--- config.mk ---
export PLATFORM = sky130hd
export DESIGN_NAME = controlUnit
export DESIGN_NICKNAME = d
export VERILOG_FILES = /design/src/source/controlPkg.sv /design/src/source/controlSequencer.sv /design/src/source/controlUnit.sv /design/src/source/controlWordTable.sv /design/src/source/instructionDecoder.sv
export SDC_FILE = /design/constraint.sdc
export NUM_CORES = 1
export LEC_CHECK = 0
export BUFFER_PORTS_ARGS = -buffer_cell sky130_fd_sc_hd__buf_2
export CORE_UTILIZATION = 40
export CTS_CLUSTER_SIZE = 14
export DETAILED_ROUTE_END_ITERATION = 6
export HOLD_SLACK_MARGIN = 0.03
export PLACE_DENSITY_LB_ADDON = 0.08
export SLEW_MARGIN = 20
export SYNTH_ARGS = -nofsm -noshare
export SYNTH_HDL_FRONTEND = slang
export SYNTH_SLANG_ARGS = --single-unit
export TNS_END_PERCENT = 100
--- constraint.sdc ---
create_clock -name clock -period 2.42 [get_ports clock]
set_clock_uncertainty 0.1 [all_clocks]
set_input_delay 0.121 -clock clock [delete_from_list [all_inputs] [get_ports clock]]
set_output_delay 0.121 -clock clock [all_outputs]
set_load 0.05 [all_outputs]
--- src/source/controlPkg.sv ---
package controlPkg;

	localparam int opcodeWidth = 6;
	localparam int functWidth = 6;

	localparam logic [opcodeWidth-1:0] opcodeRType = 6'h00; // Funct selects the operation
	localparam logic [opcodeWidth-1:0] opcodeJ = 6'h02;
	localparam logic [opcodeWidth-1:0] opcodeBeq = 6'h04;
	localparam logic [opcodeWidth-1:0] opcodeBne = 6'h05;
	localparam logic [opcodeWidth-1:0] opcodeAddi = 6'h08;
	localparam logic [opcodeWidth-1:0] opcodeAddiu = 6'h09;
	localparam logic [opcodeWidth-1:0] opcodeSlti = 6'h0a;
	localparam logic [opcodeWidth-1:0] opcodeAndi = 6'h0c;
	localparam logic [opcodeWidth-1:0] opcodeXori = 6'h0e;
	localparam logic [opcodeWidth-1:0] opcodeLw = 6'h23;
	localparam logic [opcodeWidth-1:0] opcodeSw = 6'h2b;

	localparam logic [functWidth-1:0] functSll = 6'h00;
	localparam logic [functWidth-1:0] functSrl = 6'h02;
	localparam logic [functWidth-1:0] functSra = 6'h03;
	localparam logic [functWidth-1:0] functJr = 6'h08;
	localparam logic [functWidth-1:0] functAdd = 6'h20;
	localparam logic [functWidth-1:0] functAddu = 6'h21;
	localparam logic [functWidth-1:0] functSub = 6'h22;
	localparam logic [functWidth-1:0] functSubu = 6'h23;
	localparam logic [functWidth-1:0] functAnd = 6'h24;
	localparam logic [functWidth-1:0] functXor = 6'h26;
	localparam logic [functWidth-1:0] functSlt = 6'h2a;

	typedef enum logic [6:0] {
		fetch, fetchWait, irLoad, decode,
		rLoad, addCheck, subCheck, aluExec, aluWrite, sltWrite,
		shiftLoad, shiftWrite, jumpReg,
		immLoad, immCheck, immExec, immWrite, sltiWrite,
		memAddr, loadRead, loadWait, loadWrite, storeWrite,
		branchEq, branchNe, jump,
		overflowTrap, opcodeTrap
	} stateT;

	typedef enum logic [4:0] {
		clsAdd, clsSub, clsAddu, clsSubu, clsAnd, clsXor, clsSlt,
		clsSll, clsSrl, clsSra, clsJr,
		clsAddi, clsAddiu, clsAndi, clsSlti, clsXori,
		clsLw, clsSw, clsBeq, clsBne, clsJ,
		clsIllegal
	} instrClassT;

	typedef enum logic [2:0] {aluPass, aluAdd, aluSub, aluAnd, aluXor} aluOpT;

	typedef enum logic [1:0] {pcAluResult, pcAluOut, pcJumpTarget, pcException} pcSourceT;

	typedef enum logic [1:0] {srcRegB, srcFour, srcImmediate, srcBranchOffset} aluSrcBT;

	typedef enum logic [1:0] {wbAluOut, wbMemData, wbLessThan, wbShift} memToRegT;

	// Shift register is loaded first, then shifted by shamt
	typedef enum logic [2:0] {
		shiftIdle, shiftLoadReg, shiftLeft, shiftRightLogic, shiftRightArith
	} shiftOpT;

	typedef struct packed {
		pcSourceT pcSource;
		logic pcWrite;
		logic pcWriteCond;
		logic branchNotEqual; // Inverts the zero test of pcWriteCond
		logic aluSrcA; // 0 selects PC, 1 register A
		aluSrcBT aluSrcB;
		aluOpT aluOp;
		logic aluOutLoad;
		logic saveOverflow;
		logic regALoad;
		logic regBLoad;
		logic regWrite;
		logic regDestRd; // Low writes rt
		memToRegT memToReg;
		logic irWrite;
		logic iorD;
		logic memWrite;
		logic mdrLoad;
		shiftOpT shiftOp;
		logic epcWrite;
	} controlWordT;

	localparam controlWordT idleControl = '{
		pcSource: pcAluResult,
		pcWrite: 1'b0,
		pcWriteCond: 1'b0,
		branchNotEqual: 1'b0,
		aluSrcA: 1'b0,
		aluSrcB: srcRegB,
		aluOp: aluPass,
		aluOutLoad: 1'b0,
		saveOverflow: 1'b0,
		regALoad: 1'b0,
		regBLoad: 1'b0,
		regWrite: 1'b0,
		regDestRd: 1'b0,
		memToReg: wbAluOut,
		irWrite: 1'b0,
		iorD: 1'b0,
		memWrite: 1'b0,
		mdrLoad: 1'b0,
		shiftOp: shiftIdle,
		epcWrite: 1'b0
	};

endpackage

--- src/source/controlSequencer.sv ---
`timescale 1ns/1ns

module controlSequencer (
	input logic clock,
	input logic reset,
	input controlPkg::instrClassT instrClass,
	input logic overflow,
	output controlPkg::stateT state
);
	import controlPkg::*;

	stateT nextState;

	always_ff @(posedge clock) begin
		if (reset) begin
			state <= fetch;
		end else begin
			state <= nextState;
		end
	end

	always_comb begin
		nextState = fetch; // Terminal states return to fetch
		case (state)
			fetch: nextState = fetchWait;
			fetchWait: nextState = irLoad; // Memory read latency
			irLoad: nextState = decode;
			decode: begin
				case (instrClass)
					clsAdd, clsSub, clsAddu, clsSubu, clsAnd, clsXor, clsSlt,
					clsSll, clsSrl, clsSra, clsJr: nextState = rLoad;
					clsAddi, clsAddiu, clsAndi, clsSlti, clsXori: nextState = immLoad;
					clsLw, clsSw: nextState = memAddr;
					clsBeq: nextState = branchEq;
					clsBne: nextState = branchNe;
					clsJ: nextState = jump;
					default: nextState = opcodeTrap;
				endcase
			end
			rLoad: begin
				case (instrClass)
					clsAdd: nextState = addCheck;
					clsSub: nextState = subCheck;
					clsAddu, clsSubu, clsAnd, clsXor: nextState = aluExec;
					clsSlt: nextState = sltWrite;
					clsSll, clsSrl, clsSra: nextState = shiftLoad;
					clsJr: nextState = jumpReg;
					default: nextState = opcodeTrap;
				endcase
			end
			addCheck, subCheck: nextState = overflow ? overflowTrap : aluWrite;
			aluExec: nextState = aluWrite;
			shiftLoad: nextState = shiftWrite;
			immLoad: begin
				case (instrClass)
					clsAddi: nextState = immCheck;
					clsAddiu, clsAndi, clsXori: nextState = immExec;
					clsSlti: nextState = sltiWrite;
					default: nextState = opcodeTrap;
				endcase
			end
			immCheck: nextState = overflow ? overflowTrap : immWrite;
			immExec: nextState = immWrite;
			memAddr: begin
				case (instrClass)
					clsLw: nextState = loadRead;
					clsSw: nextState = storeWrite;
					default: nextState = opcodeTrap;
				endcase
			end
			loadRead: nextState = loadWait;
			loadWait: nextState = loadWrite;
			default: nextState = fetch;
		endcase
	end

	// A trap lasts one cycle and restarts at the exception vector
	trapReturnsToFetch: assert property (@(posedge clock) disable iff (reset)
		(state == overflowTrap || state == opcodeTrap) |=> state == fetch)
	else $error("trap state not followed by fetch");

endmodule

--- src/source/controlUnit.sv ---
`timescale 1ns/1ns

module controlUnit (
	input logic clock,
	input logic reset,
	input logic [controlPkg::opcodeWidth-1:0] opcode,
	input logic [controlPkg::functWidth-1:0] funct,
	input logic overflow,
	output controlPkg::stateT state,
	output controlPkg::controlWordT control
);
	import controlPkg::*;

	instrClassT instrClass;

	instructionDecoder decoder (
		.opcode(opcode),
		.funct(funct),
		.instrClass(instrClass)
	);

	controlSequencer sequencer (
		.clock(clock),
		.reset(reset),
		.instrClass(instrClass),
		.overflow(overflow),
		.state(state)
	);

	controlWordTable wordTable (
		.state(state),
		.instrClass(instrClass), // ALU and shift function per class
		.control(control)
	);

endmodule

--- src/source/controlWordTable.sv ---
`timescale 1ns/1ns

module controlWordTable (
	input controlPkg::stateT state,
	input controlPkg::instrClassT instrClass,
	output controlPkg::controlWordT control
);
	import controlPkg::*;

	always_comb begin
		control = idleControl;
		case (state)
			fetch: begin
				control.pcWrite = 1'b1; // PC + 4
				control.aluSrcB = srcFour;
				control.aluOp = aluAdd;
			end
			irLoad: control.irWrite = 1'b1;
			decode: begin
				control.regALoad = 1'b1;
				control.regBLoad = 1'b1;
				control.aluSrcB = srcBranchOffset; // Branch target ahead of time
				control.aluOp = aluAdd;
				control.aluOutLoad = 1'b1;
			end
			rLoad: begin
				control.regALoad = 1'b1;
				control.regBLoad = 1'b1;
			end
			immLoad: control.regALoad = 1'b1;
			addCheck, subCheck, aluExec, immCheck, immExec, memAddr: begin
				control.aluSrcA = 1'b1;
				control.aluOutLoad = 1'b1;
				control.saveOverflow = (state == addCheck || state == subCheck || state == immCheck);
				control.aluSrcB = (state == addCheck || state == subCheck || state == aluExec) ?
					srcRegB : srcImmediate;
				case (instrClass)
					clsSub, clsSubu: control.aluOp = aluSub;
					clsAnd, clsAndi: control.aluOp = aluAnd;
					clsXor, clsXori: control.aluOp = aluXor;
					default: control.aluOp = aluAdd;
				endcase
			end
			aluWrite, immWrite: begin
				control.regWrite = 1'b1;
				control.regDestRd = (state == aluWrite);
			end
			sltWrite, sltiWrite: begin
				control.aluSrcA = 1'b1;
				control.aluSrcB = (state == sltWrite) ? srcRegB : srcImmediate;
				control.aluOp = aluSub; // Less-than flag comes from the subtraction
				control.regWrite = 1'b1;
				control.regDestRd = (state == sltWrite);
				control.memToReg = wbLessThan;
			end
			shiftLoad: control.shiftOp = shiftLoadReg;
			shiftWrite: begin
				case (instrClass)
					clsSrl: control.shiftOp = shiftRightLogic;
					clsSra: control.shiftOp = shiftRightArith;
					default: control.shiftOp = shiftLeft;
				endcase
				control.regWrite = 1'b1;
				control.regDestRd = 1'b1;
				control.memToReg = wbShift;
			end
			jumpReg: begin
				control.aluSrcA = 1'b1;
				control.aluOp = aluPass; // Register A straight to PC
				control.pcWrite = 1'b1;
			end
			loadRead: control.iorD = 1'b1;
			loadWait: begin
				control.iorD = 1'b1;
				control.mdrLoad = 1'b1;
			end
			loadWrite: begin
				control.regWrite = 1'b1;
				control.memToReg = wbMemData;
			end
			storeWrite: begin
				control.iorD = 1'b1;
				control.memWrite = 1'b1;
			end
			branchEq, branchNe: begin
				control.aluSrcA = 1'b1;
				control.aluOp = aluSub;
				control.pcSource = pcAluOut;
				control.pcWriteCond = 1'b1;
				control.branchNotEqual = (state == branchNe);
			end
			jump: begin
				control.pcSource = pcJumpTarget;
				control.pcWrite = 1'b1;
			end
			overflowTrap, opcodeTrap: begin
				control.aluSrcB = srcFour;
				control.aluOp = aluSub; // EPC gets the faulting PC
				control.epcWrite = 1'b1;
				control.pcSource = pcException;
				control.pcWrite = 1'b1;
			end
			default: control = idleControl;
		endcase

		assert (!(control.memWrite && control.regWrite))
		else $error("memWrite and regWrite together in state %s", state.name());
	end

endmodule

--- src/source/instructionDecoder.sv ---
`timescale 1ns/1ns

module instructionDecoder (
	input logic [controlPkg::opcodeWidth-1:0] opcode,
	input logic [controlPkg::functWidth-1:0] funct,
	output controlPkg::instrClassT instrClass
);
	import controlPkg::*;

	always_comb begin
		instrClass = clsIllegal;
		case (opcode)
			opcodeRType: begin
				case (funct)
					functAdd: instrClass = clsAdd;
					functSub: instrClass = clsSub;
					functAddu: instrClass = clsAddu;
					functSubu: instrClass = clsSubu;
					functAnd: instrClass = clsAnd;
					functXor: instrClass = clsXor;
					functSlt: instrClass = clsSlt;
					functSll: instrClass = clsSll; // Also covers the all-zero nop
					functSrl: instrClass = clsSrl;
					functSra: instrClass = clsSra;
					functJr: instrClass = clsJr;
					default: instrClass = clsIllegal;
				endcase
			end
			opcodeAddi: instrClass = clsAddi;
			opcodeAddiu: instrClass = clsAddiu;
			opcodeAndi: instrClass = clsAndi;
			opcodeSlti: instrClass = clsSlti;
			opcodeXori: instrClass = clsXori;
			opcodeLw: instrClass = clsLw;
			opcodeSw: instrClass = clsSw;
			opcodeBeq: instrClass = clsBeq;
			opcodeBne: instrClass = clsBne;
			opcodeJ: instrClass = clsJ;
			default: instrClass = clsIllegal; // Unknown opcodes raise the trap
		endcase
	end

endmodule

==> out/results.ini <==
[clock_tree]
holdBufCountCts=0
clk_pin_slew_ns=0.04
htreeDepth=1
cts_buffers=3
cts_sinks=5
clockBufferDepth=2
cts_tree=done
cts_root_buf=clkbuf_8
clock_latency_ns=0.22

[timing]
worstMarginPinSlew_ns=0.6379
finalCritPeriodShare_pct=101.9
final-hold-violation-count=0
timing.fmax_mhz=405.6
slew_viol_final=0
slew-limit-headroom_pct=56.37
rsz0062_at_grt=yes
fin_ws_ns=-0.04577
setup_viol=1
final.min_clock_period_ns=2.466

[grt]
grt_use_total_pct=27.58
grt_pass1_vias=1938
overflow=0
grt_max_degree=24
grt_pass1_wl_mm=9.239
antenna_found_initial=0

[power]
finalPower_mw=1.601
peakVddDrop_v=0.0005547
power_per_cell_area_nw_per_um2=674.9
p_leak_nw=1.055

[detailed_routing]
dr_total_vias=2300
wire_per_inst_um=15.22
ant_nets=0
drtPass1Iterations=7
via_per_inst=5.913
wl_mm=5.922
drtIter0Drc=298
drc=0

[placement]
port-buffer-count=46
dpl_cell_area_um2=2183
hpwl_mm=4.449
gp_congestion=0.9295

[layout]
drive_gt1_share_pct=38.42
final_core_util_pct=63.37
final_cell_area_um2=2372
regMostFlops=sequencer.state
syn2layout_area_growth_pct=48.13
multi_input_area_um2=1489
reg_top3=sequencer.state (5)
antenna_cells=0
fin_nets=357
final_cell_mix=buf_4, buf_2, nand2_1
nFillCells=364
largest_reg_flops=5
final_common_cell=buf_4
seqCellArea_um2=101.3

[yosys]
synth_area_leaders=nand2_1, nor2_1, a21oi_1
synth_seq_area_share_pct=6.250
syn_avg_cell_area_um2=6.044
synth-main-ff-cell=dfxtp_1
syn_area_um2=1602
yosysTopAreaCell=nand2_1
async_flop_share_pct=0
syn_inst=265
synth_edf_count=0
synth_cell_types=63
ys_ff_latch=5
yosysTopAreaCellShare_pct=8.438
synth_warnings=0

[worst_setup_path]
end_kind=output pin
crit_type=in2out
cp-start-kind=input port
cp_data_arrival_time_ns=2.24
crit_fanout=6
required_ns=2.20

[floorplanning]
core-area_um2=3744
start_util_pct=42.78
die_w_um=65.28
io_pins=49
std_cell_rows=22
dieArea_um2=4261
die_h_um=65.28

[run_status]
violations=negative setup slack
status=finished, violations left

[hold_path]
hold_path_class=in2reg

[job]
max_cap_violations=0

==> kinds of logic (layout without fill, tap and decap cells) <==
kind of cell | count (synthesis) | in the layout | share of synthesized area, %
other | 1 | 2 | 0.2342
multiplexers | 4 | 4 | 2.578
flip-flops | 5 | 5 | 6.250
AO/OA/AOI/OAI | 87 | 87 | 37.34
buffers and inverters | 34 | 109 | 10.47
XOR/XNOR | 3 | 3 | 1.641
AND/OR/NAND/NOR | 131 | 131 | 41.49
==> per-layer routing <==
metal	track usage, %	share of wire [%]
met1	41.08	46
met2	42.78	45
met3	3.299	8.4
met4	3.533	0.47
met5	0	0
==> worst paths after layout <==
path	startpoint	end	slack [ns]	cells after the start
setup / recovery	funct[2]	control[1]	-0.05	9
hold / removal	reset	sequencer.state[2]$_SDFF_PP0_	0.14	3
setup reg to reg	sequencer.state[0]$_SDFF_PP0_	sequencer.state[1]$_SDFF_PP0_	0.38	9
hold reg to reg	sequencer.state[0]$_SDFF_PP0_	sequencer.state[3]$_SDFF_PP0_	0.76	4
==> power breakdown <==
group | switching (mW) | internal (mW)
clock network | 0.0431 | 0.113
logic | 0.874 | 0.410
registers | 0.0569 | 0.104
==> cell usage after synthesis (all sizes together) (2+ instances only) <==
| master | number |
|---|---|
| dfxtp | 5 |
| o211ai | 3 |
| a311oi | 2 |
| o21a | 3 |
| o311ai | 2 |
| a22oi | 2 |
| nand3 | 10 |
| nor4b | 2 |
| and2 | 5 |
| clkbuf | 12 |
| nand2b | 8 |
| mux2i | 3 |
| nor2 | 33 |
| buf | 12 |
| nor3b | 3 |
| a221oi | 2 |
| nand2 | 37 |
| nand4 | 3 |
| a211o | 2 |
| a31oi | 4 |
| nor2b | 7 |
| nor3 | 14 |
| o22ai | 4 |
| a21o | 2 |
| xnor2 | 3 |
| a211oi | 3 |
| o31ai | 2 |
| inv | 8 |
| o32ai | 3 |
| a21oi | 20 |
| clkinv | 2 |
| o31a | 2 |
| a31o | 2 |
| nor4 | 2 |
| o21ai | 21 |
==> layout make-up <==
cell class                 instances  area share, %
multi-input combinational        227          62.76
inverter                          10          1.582
sequential                         5          4.272
timing repair buffer              95          26.95
tap                               48          2.532
clock buffer                       4          1.899
==> worst max-delay path, stage by stage <==
cell      delay [ns]
buf_8           0.10
nor4b_4         0.27
a311oi_2        0.06
o311a_1         0.37
a311oi_2        0.20
buf_4           0.18
or4b_4          0.47
a211oi_2        0.27
buf_6           0.19
==> through the flow <==
stage,instances,TNS [ns],hold slack (ns),setup slack (ns)
after global placement,383,-0.1409,0.3808,-0.09610
after CTS,388,-0.0009319,0.1371,-0.0009319
after detailed placement,383,-0.1935,0.3727,-0.1327
after floorplan,266,-0.7554,0.2432,-0.2666
final,389,-0.04577,0.1444,-0.04577
after global routing,389,-0.2991,0.1580,-0.1229
==> what timing repair did <==
action,4_1_cts,5_1_grt
gates resized for setup,8,27
setup buffers,1,1
setup endpoints to repair,2,6
pin swaps,1,6
Power figures use the tool's default switching activity.
